`config.mk`:
```
export PLATFORM = sky130hd
export DESIGN_NAME = touchPanelTop
export DESIGN_NICKNAME = d
export VERILOG_FILES = /design/src/verilog/rtpPkg.sv /design/src/verilog/spiByteIf.sv /design/src/verilog/gapTimer.sv /design/src/verilog/reportSequencer.sv /design/src/verilog/rtpShifter.sv /design/src/verilog/touchPanelTop.sv
export VERILOG_INCLUDE_DIRS = /design/src /design/src/include
export SDC_FILE = /design/constraint.sdc
export NUM_CORES = 1
export LEC_CHECK = 0
export ABC_AREA = 1
export BUFFER_PORTS_ARGS = -buffer_cell sky130_fd_sc_hd__buf_2
export CAP_MARGIN = 20
export CELL_PAD_IN_SITES_DETAIL_PLACEMENT = 0
export CELL_PAD_IN_SITES_GLOBAL_PLACEMENT = 2
export CORE_MARGIN = 4
export CORE_UTILIZATION = 42
export CTS_CLUSTER_SIZE = 30
export DETAILED_ROUTE_END_ITERATION = 10
export PLACE_DENSITY = 0.93
export SLEW_MARGIN = 20
export SYNTH_ARGS = -nofsm -noshare
export SYNTH_HDL_FRONTEND = slang
export SYNTH_SLANG_ARGS = --single-unit
```
`constraint.sdc`:
```
create_clock -name clk -period 3.5 [get_ports clk]
set_input_delay 0.175 -clock clk [delete_from_list [all_inputs] [get_ports clk]]
set_output_delay 0.175 -clock clk [all_outputs]
set_load 0.01 [all_outputs]
```
`src/include/rtp_defs.svh`:
```
//****************************************************************************
// touch panel reader constants
// SPI bit timing, controller inter-byte gap and report length for an
// AR1021-style resistive touch controller
//****************************************************************************

`ifndef RTP_DEFS_SVH
`define RTP_DEFS_SVH

// clock cycles for one SPI bit, sck high for the first half
`define RTP_BIT_CYCLES 32

// sck high phase length, sdi is sampled on the last high cycle
`define RTP_HALF_CYCLES 16

// idle cycles between two byte transfers (about 50 us at 25 MHz)
`define RTP_GAP_CYCLES 1250

// bytes in one touch report, header first
`define RTP_REPORT_BYTES 5

`endif

```
`src/verilog/rtpPkg.sv`:
```
//****************************************************************************
// touch panel reader types
// SPI byte, 12-bit coordinate and the five-byte touch report, which is
// seen either as raw bytes or as decoded fields
//****************************************************************************

`include "rtp_defs.svh"

package rtpPkg;

	// one byte on the SPI wires
	typedef logic [7:0] rtpByte_t;

	// X or Y position, 12 bits from the controller ADC
	typedef logic [11:0] coord_t;

	// report as the controller sends it, first byte in the top bits
	//   header : 1 0 0 0 0 0 0 P   (P = pen down)
	//   xLo    : 0 x6 .. x0
	//   xHi    : 0 0 0 x11 .. x7
	//   yLo    : 0 y6 .. y0
	//   yHi    : 0 0 0 y11 .. y7
	typedef struct packed {
		rtpByte_t header;
		rtpByte_t xLo;
		rtpByte_t xHi;
		rtpByte_t yLo;
		rtpByte_t yHi;
	} touchFields_t;

	// same 40 bits, bytes[0] is the header so the array fills in arrival order
	typedef union packed {
		touchFields_t fields;
		rtpByte_t [0:`RTP_REPORT_BYTES-1] bytes;
	} touchReport_u;

endpackage

```
`src/verilog/spiByteIf.sv`:
```
//****************************************************************************
// SPI byte transfer channel
// four-phase req/ack link between the report sequencer and the shifter,
// one byte out and one byte back per transfer
//****************************************************************************

`timescale 1ns/10ps

interface spiByteIf import rtpPkg::*; ();

	logic req; // master wants a transfer, txByte stable while high
	logic ack; // shifter finished, rxByte valid while high
	rtpByte_t txByte; // byte to shift out on sdo
	rtpByte_t rxByte; // byte gathered from sdi, held until next start

	// report sequencer side
	modport master (
		output req,
		output txByte,
		input ack,
		input rxByte
	);

	// SPI engine side
	modport shifter (
		input req,
		input txByte,
		output ack,
		output rxByte
	);

endinterface

```
`src/verilog/gapTimer.sv`:
```
//****************************************************************************
// inter-byte gap timer
// keeps the SPI bus quiet for a fixed number of cycles between bytes, as
// the touch controller needs time to prepare the next one
//****************************************************************************

`timescale 1ns/10ps
`include "rtp_defs.svh"

module gapTimer (
	input logic clk,
	input logic arstN,
	input logic gapStart,
	output logic gapDone
);

	localparam int GapW = $clog2(`RTP_GAP_CYCLES + 1);
	localparam logic [GapW-1:0] loadVal = GapW'(`RTP_GAP_CYCLES - 1);

	logic [GapW-1:0] gapCnt; // cycles still to wait

	// load on start, count down to zero and stop there
	always_ff @(posedge clk or negedge arstN) begin
		if (!arstN)
			gapCnt <= '0;
		else if (gapStart)
			gapCnt <= loadVal;
		else if (gapCnt != '0)
			gapCnt <= gapCnt - 1'b1;
	end

	// done shows up exactly RTP_GAP_CYCLES cycles after the start pulse,
	// then holds until the next start
	always_ff @(posedge clk or negedge arstN) begin
		if (!arstN)
			gapDone <= 1'b0;
		else if (gapStart)
			gapDone <= 1'b0;
		else if (gapCnt == GapW'(1))
			gapDone <= 1'b1; // count reads one in the last waiting cycle
	end

endmodule

```
`src/verilog/reportSequencer.sv`:
```
//****************************************************************************
// touch report sequencer
// polls the controller with dummy bytes, resynchronises on header bytes,
// assembles five-byte reports and hands pen and X/Y to the host
//****************************************************************************

`timescale 1ns/10ps
`include "rtp_defs.svh"

module reportSequencer import rtpPkg::*; (
	input logic clk,
	input logic arstN,
	spiByteIf.master bus,
	output logic gapStart,
	input logic gapDone,
	output logic reportReq,
	input logic reportAck,
	output logic penDown,
	output coord_t touchX,
	output coord_t touchY
);

	localparam int IdxW = $clog2(`RTP_REPORT_BYTES + 1);
	localparam logic [IdxW-1:0] fullIdx = IdxW'(`RTP_REPORT_BYTES);
	localparam rtpByte_t pollByte = 8'h00; // controller only needs clocks

	// FSM encoding
	localparam logic [2:0] stGapStart = 3'd0; // kick the gap timer
	localparam logic [2:0] stGapWait = 3'd1;
	localparam logic [2:0] stXfer = 3'd2; // req high, waiting for ack
	localparam logic [2:0] stRelease = 3'd3; // req low, waiting for ack to drop
	localparam logic [2:0] stReport = 3'd4; // reportReq high
	localparam logic [2:0] stHostRelease = 3'd5; // waiting for reportAck low

	logic [2:0] state;
	logic [IdxW-1:0] byteIdx; // next report slot, 0 means hunting for a header
	touchReport_u report; // filled as bytes, read as fields
	rtpByte_t rxByte;
	logic isHeader;

	assign rxByte = bus.rxByte;
	assign isHeader = rxByte[7]; // only header bytes have bit 7 set

	always_ff @(posedge clk or negedge arstN) begin
		if (!arstN) begin
			state <= stGapStart; // first thing after reset is a gap
			byteIdx <= '0;
		end else begin
			case (state)
				stGapStart: state <= stGapWait;
				stGapWait: begin
					if (gapDone)
						state <= stXfer;
				end
				stXfer: begin
					if (bus.ack) begin
						state <= stRelease;
						if (isHeader)
							byteIdx <= IdxW'(1); // header always (re)starts a report
						else if (byteIdx != '0)
							byteIdx <= byteIdx + 1'b1;
						// filler while hunting leaves the index at zero
					end
				end
				stRelease: begin
					if (!bus.ack) begin
						if (byteIdx == fullIdx) begin
							byteIdx <= '0;
							state <= stReport;
						end else begin
							state <= stGapStart;
						end
					end
				end
				stReport: begin
					if (reportAck)
						state <= stHostRelease; // req drops on the next cycle
				end
				stHostRelease: begin
					if (!reportAck)
						state <= stGapStart; // resume polling only after ack low
				end
				default: state <= stGapStart;
			endcase
		end
	end

	// report bytes land at their index, a header goes to slot 0
	always_ff @(posedge clk) begin
		if (state == stXfer && bus.ack) begin
			if (isHeader)
				report.bytes[0] <= rxByte;
			else if (byteIdx != '0)
				report.bytes[byteIdx] <= rxByte;
		end
	end

	// decode when the report is complete, stable before reportReq rises
	always_ff @(posedge clk) begin
		if (state == stRelease && !bus.ack && byteIdx == fullIdx) begin
			penDown <= report.fields.header[0];
			touchX <= {report.fields.xHi[4:0], report.fields.xLo[6:0]}; // 5 high + 7 low
			touchY <= {report.fields.yHi[4:0], report.fields.yLo[6:0]};
		end
	end

	assign gapStart = (state == stGapStart); // single cycle pulse
	assign bus.req = (state == stXfer);
	assign bus.txByte = pollByte;
	assign reportReq = (state == stReport);

endmodule

```
`src/verilog/rtpShifter.sv`:
```
//****************************************************************************
// SPI byte engine
// full-duplex master, one byte per request, 32 clocks per bit with sck high
// for the first 16, sdi sampled at count 15 and the register shifted at 31
//****************************************************************************

`timescale 1ns/10ps
`include "rtp_defs.svh"

module rtpShifter import rtpPkg::*; (
	input logic clk,
	input logic arstN,
	spiByteIf.shifter bus,
	output logic sdo,
	input logic sdi,
	output logic sck
);

	localparam int CntW = $clog2(`RTP_BIT_CYCLES);
	localparam int IdxW = $clog2($bits(rtpByte_t));
	localparam logic [CntW-1:0] lastCnt = CntW'(`RTP_BIT_CYCLES - 1);
	localparam logic [CntW-1:0] sampleCnt = CntW'(`RTP_HALF_CYCLES - 1);
	localparam logic [CntW-1:0] halfCnt = CntW'(`RTP_HALF_CYCLES);
	localparam logic [IdxW-1:0] lastBit = IdxW'($bits(rtpByte_t) - 1);

	logic busy; // a byte is on the wires
	logic ackQ;
	logic [CntW-1:0] bitCnt; // position inside the current bit period
	logic [IdxW-1:0] bitIdx; // which of the eight bits
	rtpByte_t shiftReg; // tx byte shifts out the top, rx bits enter the bottom
	logic sdiHold; // sdi sampled mid-bit
	logic startXfer;
	logic bitEnd;
	logic lastShift;

	// a new request is taken only once the previous ack has dropped
	assign startXfer = bus.req & ~busy & ~ackQ;
	assign bitEnd = busy & (bitCnt == lastCnt);
	assign lastShift = bitEnd & (bitIdx == lastBit);

	// bit period and bit index counters
	always_ff @(posedge clk or negedge arstN) begin
		if (!arstN) begin
			busy <= 1'b0;
			bitCnt <= '0;
			bitIdx <= '0;
		end else if (startXfer) begin
			busy <= 1'b1; // busy from the cycle after req is seen
			bitCnt <= '0;
			bitIdx <= '0;
		end else if (busy) begin
			if (bitEnd) begin
				bitCnt <= '0;
				bitIdx <= bitIdx + 1'b1;
			end else begin
				bitCnt <= bitCnt + 1'b1;
			end
			if (lastShift)
				busy <= 1'b0; // 256 busy cycles in all
		end
	end

	// ack rises with the last shift and falls once req is gone
	always_ff @(posedge clk or negedge arstN) begin
		if (!arstN)
			ackQ <= 1'b0;
		else if (lastShift)
			ackQ <= 1'b1;
		else if (ackQ && !bus.req)
			ackQ <= 1'b0;
	end

	// sample sdi at the end of the high phase, just before sck falls
	always_ff @(posedge clk) begin
		if (busy && bitCnt == sampleCnt)
			sdiHold <= sdi;
	end

	// shared tx/rx register, cleared so sdo idles low
	always_ff @(posedge clk or negedge arstN) begin
		if (!arstN)
			shiftReg <= '0;
		else if (startXfer)
			shiftReg <= bus.txByte;
		else if (bitEnd)
			shiftReg <= {shiftReg[$bits(rtpByte_t)-2:0], sdiHold}; // slave msb into our lsb
	end

	assign sck = busy & (bitCnt < halfCnt); // high 16, low 16
	assign sdo = shiftReg[$bits(rtpByte_t)-1]; // msb first, always driven
	assign bus.ack = ackQ;
	assign bus.rxByte = shiftReg; // stays put after the last shift

endmodule

```
`src/verilog/touchPanelTop.sv`:
```
//****************************************************************************
// resistive touch panel reader
// SPI byte engine, inter-byte gap timer and report sequencer, with the
// controller wires and the host report handshake as plain ports
//****************************************************************************

`timescale 1ns/10ps

module touchPanelTop import rtpPkg::*; (
	input logic clk,
	input logic arstN,
	output logic sdo, // to controller SDI
	input logic sdi, // from controller SDO
	output logic sck,
	output logic reportReq,
	input logic reportAck,
	output logic penDown,
	output coord_t touchX,
	output coord_t touchY
);

	logic gapStart;
	logic gapDone;

	// byte channel between sequencer and shifter
	spiByteIf spiBus ();

	rtpShifter uShifter (
		.clk (clk),
		.arstN (arstN),
		.bus (spiBus.shifter),
		.sdo (sdo),
		.sdi (sdi),
		.sck (sck)
	);

	// quiet time between bytes
	gapTimer uGapTimer (
		.clk (clk),
		.arstN (arstN),
		.gapStart (gapStart),
		.gapDone (gapDone)
	);

	reportSequencer uSequencer (
		.clk (clk),
		.arstN (arstN),
		.bus (spiBus.master),
		.gapStart (gapStart),
		.gapDone (gapDone),
		.reportReq (reportReq),
		.reportAck (reportAck),
		.penDown (penDown),
		.touchX (touchX),
		.touchY (touchY)
	);

endmodule
```
==> load_flow_metrics.sql, run 1 <==
INSERT INTO impl_metrics (metric_group, metric, value, unit) VALUES
('detailed_routing', 'drcViolationCount', '0', ''),
('sta', 'finalSetupViolCount', '0', ''),
('clock_network', 'htree_levels', '3', ''),
('finish', 'num-nets-final', '383', ''),
('clock_network', 'numCtsBuffers', '9', ''),
('critical_path', 'crit_chain', 'inv_1 > ha_1 > nand2_1 > nand2_1 > nor2_4 > nand2_2 > nor2_1', ''),
('sta', 'final_total_negative_setup_slack', '0', 'ns'),
('synthesis', 'cell_types_with_the_largest_area_share_after_synthesis', 'edfxtp_1, dfrtp_1, nand2_1', ''),
('detailed_routing', 'number_of_vias_after_detailed_routing', '2267', ''),
('synthesis', 'synth.top_cell.area_share', '42.11', '%'),
('synthesis', 'synth.cell_area', '3637', 'um^2'),
('detailed_routing', 'drtAntennaViolNets', '0', ''),
('clock_network', 'cts.repair_timing.setup_buffer_count', '0', ''),
('critical_path', 'timing.critical_path.to_type', 'register', ''),
('finish', 'antennaDiodeCount', '0', ''),
('placed_design', 'finalWeightedCongestion', '0.7379', ''),
('floorplanning', 'core.rowCount', '33', ''),
('sta', 'tightest_slew', '0.8437', 'ns'),
('synthesis', 'synth_compound_area_share', '3.956', '%'),
('sta', 'slew_headroom', '43.75', '%'),
('clock_network', 'cts_sinks', '87', ''),
('finish', 'area.sequential', '2432', 'um^2'),
('synthesis', 'synthesis.instances', '327', ''),
('critical_path', 'timing.critical_path.fanout_max', '7', ''),
('floorplanning', 'die-width', '101.1', 'um'),
('power_and_ir_drop', 'p_leak', '0.001655', 'uW'),
('detailed_routing', 'wire_per_inst', '12.78', 'um'),
('sta', 'postLayoutSetupSlackWorst', '1.477', 'ns'),
('power_and_ir_drop', 'power_density', '425.8', 'nW/um^2'),
('floorplanning', 'fp.coreArea', '8341', 'um^2'),
('critical_path', 'worst_path_most_repeated_cell', 'nand2_1', ''),
('sta', 'highest_attainable_clock_frequency', '494.2', 'MHz'),
('detailed_routing', 'drt_wl_total', '6.122', 'mm'),
('synthesis', 'post_synth_mux_area_share', '0', '%'),
('clock_network', 'tritoncts_clock_tree', 'built', ''),
('run', 'count_of_maximum_capacitance_violations', '0', ''),
('sta', 'final.setup_skew', '0.01064', 'ns'),
('sta', 'maxSlewViolCount', '0', ''),
('global_routing', 'grt_first_pass_wirelength', '10.29', 'mm'),
('critical_path', 'worst_path_max_delay_cell', 'dfrtp_1', ''),
('detailed_routing', 'detailedRoute.firstPassIterationCount', '4', ''),
('synthesis', 'avgSynthCellArea', '11.12', 'um^2'),
('clock_network', 'clk_latency', '0.36', 'ns'),
('clock_network', 'cts_resized', '0', ''),
('critical_path', 'worst_ep_arrival_time', '2.02', 'ns'),
('floorplanning', 'die-area', '10210', 'um^2'),
('synthesis', 'synth-xor-area-share', '0.7224', '%'),
('sta', 'setup_repair_after_global_routing_missed_its_margin', 'false', ''),
('min_path', 'hold_class', 'in -> reg', ''),
('global_routing', 'track_usage', '12.99', '%'),
('global_routing', 'via_count_of_the_first_global_routing_pass', '2242', ''),
('detailed_routing', 'detail_route.iter0.violations', '67', ''),
('critical_path', 'setup.worst_path.class', 'reg -> reg', ''),
('synthesis', 'synth.distinct_cells', '30', ''),
('floorplanning', 'die_height', '101.1', 'um'),
('clock_network', 'cts-root-buf', 'clkbuf_8', ''),
('synthesis', 'synth-simple-area-share', '19.92', '%'),
('floorplanning', 'starting_density_of_the_core', '43.61', '%'),
('synthesis', 'synth-adder-area-share', '3.440', '%'),
('placed_design', 'preCtsSetupSlack', '1.457', 'ns'),
('synthesis', 'synth_fp_nets', '341', ''),
('detailed_routing', 'routed_via_density', '4.733', ''),
('critical_path', 'critPathRequiredTime', '3.50', 'ns'),
('synthesis', 'synth.ff_latch_count', '87', ''),
('floorplanning', 'top_level_ports', '32', ''),
('synthesis', 'seq_area_frac_synth', '66.87', '%'),
('synthesis', 'post-synth-top-area-cell', 'edfxtp_1', ''),
('run_status', 'run_status', 'finished, final reports clean', ''),
('finish', 'final_layout_size_suffix_gt1_share', '19.79', '%'),
('sta', 'post-route-min-period', '2.023', 'ns'),
('sta', 'fin_crit_sh', '57.81', '%');
[synth_stat cells]
master    instances
a21oi_1           8
a31o_2            1
buf_2             1
buf_6             1
clkbuf_2          1
dfrtp_1          36
edfxtp_1         51
ha_1             10
inv_1            39
inv_2             3
inv_4             1
nand2_1          74
nand2_2           6
nand2_4           1
nand3_1          23
nand3_2           2
nand3_4           1
nand3b_1          1
nand4_1           4
nor2_1           33
nor2_2            3
nor2_4            3
nor3_2            3
o211ai_1          2
o21ai_0          11
o21ai_1           2
o22ai_1           1
o32ai_1           1
or2_2             1
xor2_1            3
[sequential cells by signal, summed over array words and instances, names as in the netlist]
name	count
uSequencer.touchY	12
uSequencer.state	3
uShifter.busy	1
uShifter.bus.rxByte	8
uShifter.sdiHold	1
uGapTimer.gapCnt	11
uShifter.bitCnt	5
uShifter.bitIdx	3
uSequencer.penDown	1
uSequencer.touchX	12
uShifter.bus.ack	1
uSequencer.byteIdx	3
uSequencer.report	25
uGapTimer.gapDone	1
[worst max-delay path, delay by kind of cell, from the launching register on]
| family | cells | cell delay [ns] |
|---|---|---|
| AND/OR/NAND/NOR | 5 | 0.85 |
| adder cells (fa/ha/maj) | 1 | 0.21 |
| buffers and inverters | 1 | 0.11 |
| flip-flops | 1 | 0.49 |
[kinds of logic after synthesis]
| group | count (synthesis) |
|---|---|
| simple gates | 155 |
| flops | 87 |
| buf+inv | 46 |
| compound gates | 26 |
| fa+ha+maj | 10 |
| xor+xnor | 3 |
[final timing paths]
check / depth (start not counted) / from / slack [ns] / end
setup / recovery: 7 / uSequencer.byteIdx[0] / 1.48 / uSequencer.report[27]
hold / removal: 4 / reportAck / 0.25 / uSequencer.state[1]
setup reg to reg: 7 / uSequencer.byteIdx[0] / 1.48 / uSequencer.report[27]
hold reg to reg: 0 / uSequencer.report[17] / 0.43 / uSequencer.touchX[8]
max in group asynchronous: 2 / arstN / 2.51 / uGapTimer.gapDone
min in group asynchronous: 2 / arstN / 0.45 / uGapTimer.gapCnt[10]
[what timing repair did]
action                                  4_1_cts  5_1_grt
endpoints found under the hold margin        37        0
endpoints found under the setup margin        0        0
hold buffers                                  2        0
[area by class of cell]
class                           instances  area share [%]
Sequential cell                        87           58.91
Tap cell                              105           3.182
Clock buffer                            9           3.000
Multi-Input combinational cell        194           24.76
Clock inverter                          7           1.758
Timing Repair Buffer                   34           4.424
Inverter                               43           3.970
[cell usage in the layout, fill, tap and decap left out, types with 2 or more instances in the layout]
cell           Yosys  layout
a21oi_1            8       8
buf_2              1      31
clkbuf_8           0       9
dfrtp_1           36      36
dlygate4sd3_1      0       2
edfxtp_1          51      51
ha_1              10      10
inv_1             39      39
inv_2              3       3
inv_6              0       2
inv_8              0       2
nand2_1           74      74
nand2_2            6       6
nand3_1           23      23
nand3_2            2       2
nand4_1            4       4
nor2_1            33      32
nor2_2             3       4
nor2_4             3       3
nor3_2             3       3
o211ai_1           2       2
o21ai_0           11      11
o21ai_1            2       2
xor2_1             3       3
[power by group]
part	total, uW	switching, uW	internal (uW)
logic	11.9	9.16	2.71
registers	1080	0	1080
clock network	670	391	280
[metal layers]
layer	vias to the layer above	part of all wire, %	global-route usage [%]
li1	1164	-	-
met1	1050	43	15.88
met2	40	51	21.93
met3	13	4.1	3.045
met4	0	1.9	5.521
met5	-	0	0
[metrics by stage]
| step | hold slack (ns) | cells | util (%) | power, uW | instance area [um^2] |
|---|---|---|---|---|---|
| after floorplan | -0.1206 | 327 | - | 1099 | 3637 |
| after global placement | 0.3250 | 461 | 46.91 | 1109 | 3913 |
| after detailed placement | 0.3326 | 461 | 46.91 | 1109 | 3913 |
| after CTS | 0.2267 | 479 | 49.50 | 1783 | 4129 |
| after global routing | 0.2655 | 479 | 49.50 | 1827 | 4129 |
| final | 0.2461 | 479 | 49.50 | 1758 | 4129 |
Power figures use the tool's default switching activity.
==> run 2: changes to the inputs <==
--- a/config.mk
+++ b/config.mk
@@ -6,16 +6,16 @@
 export SDC_FILE = /design/constraint.sdc
 export NUM_CORES = 1
 export LEC_CHECK = 0
-export ABC_AREA = 1
+export ABC_AREA = 0
 export BUFFER_PORTS_ARGS = -buffer_cell sky130_fd_sc_hd__buf_2
 export CAP_MARGIN = 20
 export CELL_PAD_IN_SITES_DETAIL_PLACEMENT = 0
 export CELL_PAD_IN_SITES_GLOBAL_PLACEMENT = 2
 export CORE_MARGIN = 4
-export CORE_UTILIZATION = 42
+export CORE_UTILIZATION = 41
 export CTS_CLUSTER_SIZE = 30
 export DETAILED_ROUTE_END_ITERATION = 10
-export PLACE_DENSITY = 0.93
+export PLACE_DENSITY = 0.87
 export SLEW_MARGIN = 20
 export SYNTH_ARGS = -nofsm -noshare
 export SYNTH_HDL_FRONTEND = slang
==> constraint.sdc (replaced) <==
create_clock -name clk -period 2 [get_ports clk]
set_input_delay 0.1 -clock clk [delete_from_list [all_inputs] [get_ports clk]]
set_output_delay 0.1 -clock clk [all_outputs]
set_load 0.01 [all_outputs]
==> load_flow_metrics.sql, run 2 <==
INSERT INTO impl_metrics (metric_group, metric, value, unit) VALUES
('sta', 'maxSlewViolCount', '0', ''),
('placed_design', 'finalWeightedCongestion', '0.7425', ''),
('sta', 'fin_crit_sh', '92.75', '%'),
('synthesis', 'cell_types_with_the_largest_area_share_after_synthesis', 'edfxtp_1, dfrtp_1, ha_1', ''),
('finish', 'finish.instance_area', '3949', 'um^2'),
('placed_design', 'post-dp-hpwl', '3.634', 'mm'),
('floorplanning', 'die-area', '9759', 'um^2'),
('finish', 'antennaDiodeCount', '0', ''),
('critical_path', 'setup.worst_path.class', 'reg -> reg', ''),
('detailed_routing', 'detailroute.wirelength.met3', '283', 'um'),
('detailed_routing', 'met2_wirelength', '2.477', 'mm'),
('run', 'count_of_maximum_capacitance_violations', '0', ''),
('synthesis', 'synth-main-ff-cell', 'edfxtp_1', ''),
('clock_network', 'cts-root-to-sink-buffers', '2', ''),
('global_routing', 'grt_remaining_overflow', '0', ''),
('placed_design', 'io_buffer_count', '31', ''),
('global_routing', 'track_usage', '11.75', '%'),
('sta', 'highest_attainable_clock_frequency', '539.1', 'MHz'),
('floorplanning', 'die-width', '98.79', 'um'),
('critical_path', 'timing.critical_path.fanout_max', '7', ''),
('critical_path', 'critPathRequiredTime', '2.06', 'ns'),
('finish', 'multiInputGateArea', '892.1', 'um^2'),
('finish', 'final_cell_mix', 'edfxtp_1, dfrtp_1, buf_2', ''),
('finish', 'num-nets-final', '296', ''),
('detailed_routing', 'drt_wl_total', '5.352', 'mm'),
('clock_network', 'htree_levels', '3', ''),
('power_and_ir_drop', 'power_density', '793.5', 'nW/um^2'),
('clock_network', 'numCtsBuffers', '9', ''),
('floorplanning', 'core.rowCount', '32', ''),
('sta', 'post-route-min-period', '1.855', 'ns'),
('sta', 'final_total_negative_setup_slack', '0', 'ns'),
('power_and_ir_drop', 'p_leak', '0.001474', 'uW'),
('sta', 'tightest_slew', '0.8325', 'ns'),
('critical_path', 'worst_path_max_delay_cell', 'dfrtp_1', ''),
('detailed_routing', 'drcViolationCount', '0', ''),
('detailed_routing', 'drtAntennaViolNets', '0', ''),
('power_and_ir_drop', 'design_power_total', '3133', 'uW'),
('clock_network', 'cts.repair_timing.setup_buffer_count', '0', ''),
('critical_path', 'timing.critical_path.to_type', 'register', ''),
('synthesis', 'async_flop_share', '41.38', '%'),
('clock_network', 'cts_sinks', '87', ''),
('power_and_ir_drop', 'vdd_ir_drop_max', '347.1', 'uV'),
('critical_path', 'crit_path_max_incr_delay', '0.47', 'ns'),
('finish', 'final_layout_size_suffix_gt1_share', '22.30', '%'),
('finish', 'fillCellCount', '680', ''),
('sta', 'hold-worst-slack', '0.03588', 'ns'),
('clock_network', 'tritoncts_clock_tree', 'built', ''),
('detailed_routing', 'number_of_vias_after_detailed_routing', '1920', ''),
('critical_path', 'crit_chain', 'inv_1 > ha_1 > nor4_1 > nand2_1 > nor2_1 > buf_4', ''),
('floorplanning', 'die_height', '98.79', 'um'),
('sta', 'final.setup_skew', '0.009232', 'ns'),
('critical_path', 'worst_ep_arrival_time', '1.91', 'ns'),
('synthesis', 'post-synth-top-area-cell', 'edfxtp_1', ''),
('min_path', 'hold_class', 'in -> reg', ''),
('clock_network', 'clk_latency', '0.34', 'ns'),
('synthesis', 'synthesis.instances', '233', ''),
('critical_path', 'worstPathBufferInverterCount', '2', ''),
('detailed_routing', 'detail_route.iter0.violations', '89', ''),
('synthesis', 'synth_edf_count', '51', ''),
('critical_path', 'cp_top_family', 'simple AND/OR/NAND/NOR gates', ''),
('synthesis', 'avgSynthCellArea', '14.50', 'um^2'),
('finish', 'area.sequential', '2432', 'um^2'),
('clock_network', 'worst_setup_hold_path_clk_slew', '0.09', 'ns'),
('sta', 'finalSetupViolCount', '0', ''),
('synthesis', 'synth.top_cells.by_count', 'edfxtp_1, dfrtp_1, nand2_1', ''),
('finish', 'mostFrequentLayoutCell', 'edfxtp_1', ''),
('synthesis', 'synth.ff_latch_count', '87', ''),
('clock_network', 'cts-root-buf', 'clkbuf_8', ''),
('synthesis', 'synth-warning-count', '0', ''),
('global_routing', 'antenna_found_initial', '0', ''),
('detailed_routing', 'highest_signal_layer', 'met4', ''),
('synthesis', 'synth.most_common_cell', 'edfxtp_1', ''),
('finish', 'area_delta_synth_final', '16.85', '%'),
('sta', 'slew_headroom', '44.50', '%'),
('finish', 'number_of_flip_flops_in_the_largest_register', '25', ''),
('detailed_routing', 'routed_via_density', '4.936', ''),
('finish', 'final_non_filler_cells', '389', ''),
('synthesis', 'synth_fp_nets', '247', ''),
('global_routing', 'via_count_of_the_first_global_routing_pass', '1894', ''),
('floorplanning', 'fp.coreArea', '7888', 'um^2'),
('synthesis', 'synth.top_cell.area_share', '45.32', '%'),
('placed_design', 'post_dp_cell_area', '3722', 'um^2'),
('synthesis', 'synth.cell_area', '3379', 'um^2'),
('synthesis', 'synth.distinct_cells', '43', ''),
('synthesis', 'seq_area_frac_synth', '71.97', '%'),
('global_routing', 'pin_count_of_the_biggest_net_entering_global_routing', '37', ''),
('critical_path', 'cp_startpoint_kind', 'register', ''),
('detailed_routing', 'route.layer.met1.wl', '2.544', 'mm'),
('global_routing', 'grt_first_pass_wirelength', '9.204', 'mm'),
('placed_design', 'dpl.cell_count', '371', ''),
('sta', 'setup_repair_after_global_routing_missed_its_margin', 'false', ''),
('sta', 'report.final.hold_viol_count', '0', ''),
('run_status', 'run_status', 'finished, final reports clean', ''),
('floorplanning', 'starting_density_of_the_core', '42.85', '%'),
('detailed_routing', 'wire_per_inst', '13.76', 'um'),
('detailed_routing', 'detailedRoute.firstPassIterationCount', '4', ''),
('floorplanning', 'top_level_ports', '32', '');
-- run 2: changes by cell type in the layout (fill, tap and decap cells not counted), sizes merged, moves of 4 or more --
cell | previous run | this run
nand2 | 81 | 18
inv | 47 | 14
nor2 | 39 | 10
nand3 | 26 | 4
a22o | 0 | 9
buf | 32 | 39
and2 | 0 | 5
a21oi | 8 | 12
and3 | 0 | 4
nand2b | 0 | 4
nand4 | 4 | 0
or3 | 0 | 4
xnor2 | 0 | 4
-- run 2: kinds of logic after synthesis --
| group | share of synthesized area (%) |
|---|---|
| DFF | 71.97 |
| and+or+nand+nor | 11.66 |
| AOI/OAI and AO/OA | 8.737 |
| buffers and inverters | 1.703 |
| adders and majority gates | 3.702 |
| xor gates and xnor gates | 1.296 |
| muxes | 0.9256 |
-- run 2: layer usage --
metal | up-vias | GRT usage [%]
met4 | 0 | 5.042
met1 | 913 | 15.92
met3 | 8 | 2.619
li1 | 955 | -
met5 | - | 0
met2 | 44 | 18.29
-- run 2: timing repair --
| action | 4_1_cts | 5_1_grt |
|---|---|---|
| hold endpoints to repair | 37 | 0 |
| setup endpoints to repair | 1 | 1 |
| hold buffers | 2 | 0 |
| resized for setup | 1 | 1 |
-- run 2: path summary, 6_finish.rpt --
check / from / to / slack (ns) / depth (start not counted)
max in group asynchronous: arstN / uShifter.bitIdx[0] / 1.08 / 2
setup / recovery: uSequencer.byteIdx[0] / uSequencer.report[27] / 0.14 / 6
min in group asynchronous: arstN / uGapTimer.gapCnt[10] / 0.38 / 2
hold reg to reg: uSequencer.report[29] / uSequencer.touchX[5] / 0.43 / 0
setup reg to reg: uSequencer.byteIdx[0] / uSequencer.report[27] / 0.14 / 6
hold / removal: reportAck / uSequencer.state[2] / 0.04 / 3
-- run 2: area by class of cell --
type / instances / area share [%]
clock buffer: 9 / 3.137
clock inverter: 7 / 2.028
inverter: 12 / 1.141
multi-input combinational: 131 / 22.59
sequential: 87 / 61.60
tap: 102 / 3.232
timing repair buffer: 41 / 6.274
-- run 2: report_power, final --
part | internal (uW) | switching, uW | leakage [uW]
Clock | 592 | 638 | 0.000102
Sequential | 1880 | 0 | 0.000818
Combinational | 4.56 | 15.5 | 0.000554
Total | 2480 | 653 | 0.00147
-- run 2: per-stage QoR --
| step | util (%) | setup WS [ns] |
|---|---|---|
| after floorplan | - | 0.1606 |
| after global placement | 47.19 | 0.08780 |
| after detailed placement | 47.19 | 0.01036 |
| after CTS | 50.05 | 0.1112 |
| after global routing | 50.06 | 0.03643 |
| final | 50.06 | 0.1450 |
-- run 2: worst register-to-register path, delay by kind of cell (launching register included) --
kind | cells | cell delay [ns]
AND/OR/NAND/NOR | 3 | 0.57
buffers and inverters | 2 | 0.28
adder cells (fa/ha/maj) | 1 | 0.23
flip-flops | 1 | 0.47
==> run 3: changes to the inputs <==
--- a/config.mk
+++ b/config.mk
@@ -12,11 +12,12 @@
 export CELL_PAD_IN_SITES_DETAIL_PLACEMENT = 0
 export CELL_PAD_IN_SITES_GLOBAL_PLACEMENT = 2
 export CORE_MARGIN = 4
-export CORE_UTILIZATION = 41
+export CORE_UTILIZATION = 42
 export CTS_CLUSTER_SIZE = 30
 export DETAILED_ROUTE_END_ITERATION = 10
-export PLACE_DENSITY = 0.87
+export PLACE_DENSITY = 0.9
 export SLEW_MARGIN = 20
 export SYNTH_ARGS = -nofsm -noshare
 export SYNTH_HDL_FRONTEND = slang
+export SYNTH_HIERARCHICAL = 1
 export SYNTH_SLANG_ARGS = --single-unit
==> load_flow_metrics.sql, run 3 <==
INSERT INTO impl_metrics (metric_group, metric, value, unit) VALUES
('clock_network', 'clk_latency', '0.35', 'ns'),
('synthesis', 'synthesis.instances', '260', ''),
('run', 'count_of_maximum_capacitance_violations', '0', ''),
('detailed_routing', 'routed_via_density', '5.070', ''),
('critical_path', 'ff2ff_path_depth', '6', ''),
('critical_path', 'regToRegSetupSlack', '0.17', 'ns'),
('floorplanning', 'starting_density_of_the_core', '43.68', '%'),
('power_and_ir_drop', 'p_leak', '0.001752', 'uW'),
('synthesis', 'post-synth-top-area-cell', 'edfxtp_1', ''),
('power_and_ir_drop', 'design_power_total', '4061', 'uW'),
('synthesis', 'synth-main-ff-cell', 'edfxtp_1', ''),
('detailed_routing', 'wire_per_inst', '13.90', 'um'),
('critical_path', 'timing.rr.end', 'uGapTimer/gapCnt[9]', ''),
('power_and_ir_drop', 'power.net_switching', '1180', 'uW'),
('floorplanning', 'fp.coreArea', '8341', 'um^2'),
('sta', 'final.setup_skew', '0.01114', 'ns'),
('synthesis', 'avgSynthCellArea', '14.01', 'um^2'),
('synthesis', 'synth.most_common_cell', 'edfxtp_1', ''),
('global_routing', 'via_count_of_the_first_global_routing_pass', '2085', ''),
('placed_design', 'finalWeightedCongestion', '0.7939', ''),
('power_and_ir_drop', 'power_frac_comb', '14.7', '%'),
('detailed_routing', 'drtAntennaViolNets', '0', ''),
('global_routing', 'grt_first_pass_wirelength', '10.01', 'mm'),
('detailed_routing', 'drcViolationCount', '0', ''),
('power_and_ir_drop', 'vdd_ir_drop_max', '522.2', 'uV'),
('placed_design', 'post_dp_cell_area', '3913', 'um^2'),
('clock_network', 'cts.repair_timing.setup_buffer_count', '0', ''),
('detailed_routing', 'number_of_vias_after_detailed_routing', '2094', ''),
('critical_path', 'timing.critical_path.fanout_max', '5', ''),
('min_path', 'hold_depth', '3', ''),
('sta', 'tightest_slew', '0.8277', 'ns'),
('floorplanning', 'die-area', '10230', 'um^2'),
('synthesis', 'synth.top_cell.area_share', '42.03', '%'),
('sta', 'post-route-min-period', '1.831', 'ns'),
('sta', 'report.final.hold_viol_count', '0', ''),
('min_path', 'hold-path-endpoint', 'uSequencer/state[0]', ''),
('synthesis', 'synth.top_cells.by_count', 'edfxtp_1, dfrtp_1, nand2_1', ''),
('synthesis', 'async_flop_share', '41.38', '%'),
('synthesis', 'synth.ff_latch_count', '87', ''),
('clock_network', 'numCtsBuffers', '9', ''),
('synthesis', 'synth.cell_area', '3643', 'um^2'),
('clock_network', 'worst_setup_hold_path_clk_slew', '0.09', 'ns'),
('critical_path', 'reg2reg_from', 'uGapTimer/gapCnt[1]', ''),
('critical_path', 'worst_ep_arrival_time', '2.07', 'ns'),
('finish', 'num-nets-final', '317', ''),
('floorplanning', 'top_level_ports', '32', ''),
('synthesis', 'synth_edf_count', '51', ''),
('clock_network', 'cts_sinks', '87', ''),
('clock_network', 'cts-root-buf', 'clkbuf_8', ''),
('synthesis', 'seq_area_frac_synth', '66.76', '%'),
('critical_path', 'timing.critical_path.to_type', 'register', ''),
('finish', 'final_cell_mix', 'edfxtp_1, dfrtp_1, buf_2', ''),
('floorplanning', 'core.rowCount', '33', ''),
('detailed_routing', 'drt_wl_total', '5.742', 'mm'),
('finish', 'finish.instance_area', '4133', 'um^2'),
('detailed_routing', 'detail_route.iter0.violations', '79', ''),
('sta', 'fin_crit_sh', '91.57', '%'),
('sta', 'final_total_negative_setup_slack', '0', 'ns'),
('sta', 'setup_repair_after_global_routing_missed_its_margin', 'false', ''),
('floorplanning', 'die_height', '101.1', 'um'),
('power_and_ir_drop', 'power.sequential.fraction', '57.0', '%'),
('power_and_ir_drop', 'clockPowerShare', '28.3', '%'),
('detailed_routing', 'detailedRoute.firstPassIterationCount', '4', ''),
('min_path', 'hold_class', 'in -> reg', ''),
('finish', 'number_of_flip_flops_in_the_largest_register', '25', ''),
('sta', 'highest_attainable_clock_frequency', '546.0', 'MHz'),
('run_status', 'run_status', 'finished, final reports clean', ''),
('synthesis', 'synth.distinct_cells', '57', ''),
('placed_design', 'io_buffer_count', '31', ''),
('finish', 'antennaDiodeCount', '0', ''),
('critical_path', 'setup.worst_path.class', 'reg -> reg', ''),
('finish', 'final_layout_size_suffix_gt1_share', '21.75', '%'),
('global_routing', 'pin_count_of_the_biggest_net_entering_global_routing', '37', ''),
('clock_network', 'tritoncts_clock_tree', 'built', ''),
('power_and_ir_drop', 'internal_power_component', '2881', 'uW'),
('sta', 'finalSetupViolCount', '0', ''),
('finish', 'mostFrequentLayoutCell', 'edfxtp_1', ''),
('global_routing', 'grt_remaining_overflow', '0', ''),
('placed_design', 'post-dp-hpwl', '3.927', 'mm'),
('power_and_ir_drop', 'p_sw_share', '29.05', '%'),
('global_routing', 'antenna_found_initial', '0', ''),
('clock_network', 'cts-root-to-sink-buffers', '2', ''),
('critical_path', 'critPathRequiredTime', '2.24', 'ns'),
('critical_path', 'cp_startpoint_kind', 'register', ''),
('floorplanning', 'die-width', '101.1', 'um'),
('power_and_ir_drop', 'power_density', '982.6', 'nW/um^2'),
('synthesis', 'synth-warning-count', '6', ''),
('synthesis', 'cell_types_with_the_largest_area_share_after_synthesis', 'edfxtp_1, dfrtp_1, ha_1', ''),
('sta', 'slew_headroom', '44.82', '%'),
('clock_network', 'htree_levels', '3', ''),
('finish', 'area_delta_synth_final', '13.43', '%'),
('sta', 'maxSlewViolCount', '0', ''),
('min_path', 'holdCritStartpoint', 'reportAck', ''),
('global_routing', 'track_usage', '12.41', '%');
## run 3: cell type report
type / instances / area, um^2
flip-flops and latches: 87 / 2432
clock buffers: 10 / 137.6
multi-input cells: 158 / 1112
inverters: 7 / 26.28
repair buffers: 40 / 240.2
clock inverters: 6 / 52.55
fillers: 749 / 4208
well taps: 105 / 131.4
## run 3: repair_timing
action / in CTS / in global routing
setup endpoints to repair: 0 / 2
endpoints found under the hold margin: 37 / 0
hold buffers: 2 / 0
resized for setup: 0 / 2
## run 3: through the flow
stage          hold WS [ns]  util, %  setup WS, ns  instances
2_1_floorplan       -0.1956        -        0.1042        267
3_3_place_gp         0.2517    46.91        0.2044        395
3_5_place_dp         0.2568    46.91        0.1373        395
4_1_cts             0.05771    49.43        0.1043        413
5_1_grt              0.1066    49.55       0.03750        413
6_report            0.06860    49.55        0.1686        413
## run 3: how the worst max path moves through the flow
stage                                      from              endpoint  slack [ns]  depth (start not counted)
final                       uGapTimer/gapCnt[1]   uGapTimer/gapCnt[9]        0.17                          6
after global routing        uSequencer/state[2]  uSequencer/report[8]        0.04                          4
after CTS                    uShifter/bitCnt[0]    uShifter/bitIdx[0]        0.10                          6
after detailed placement     uShifter/bitCnt[0]    uShifter/bitIdx[0]        0.14                          6
after global placement      uGapTimer/gapCnt[1]   uGapTimer/gapCnt[9]        0.20                          6
after floorplan           uSequencer/byteIdx[1]    uSequencer/penDown        0.10                          5
## run 3: cell families after synthesis
| kind of cell | Yosys count | share of synthesized area [%] |
|---|---|---|
| other | 1 | 0.1029 |
| adder cells (fa/ha/maj) | 10 | 3.434 |
| AO/OA/AOI/OAI | 46 | 9.272 |
| XOR/XNOR | 4 | 0.9617 |
| flip-flops | 87 | 66.76 |
| AND/OR/NAND/NOR | 85 | 14.32 |
| multiplexers | 5 | 1.442 |
| buffers and inverters | 22 | 3.709 |
## run 3: critical path: stages, from the launching register on
cell,delay [ns]
dfrtp_1,0.42
inv_1,0.09
ha_1,0.15
or3b_2,0.51
nor3_4,0.16
nor4_1,0.08
mux2_1,0.31
## run 3: power by group through the flow
stage	clock network, uW	logic (uW)	registers (uW)
after floorplan	0	479	2270
after global placement	0	586	2340
after detailed placement	0	592	2350
after CTS	1190	604	2310
after global routing	1270	694	2350
final	1150	595	2310
## run 3: per-layer routing
metal	routed length (um)	up-vias	global-route usage [%]
met4	112	0	5.521
met1	2563	1004	15.61
met3	297	10	2.824
li1	-	1037	-
met2	2768	43	20.52
met5	0	-	0
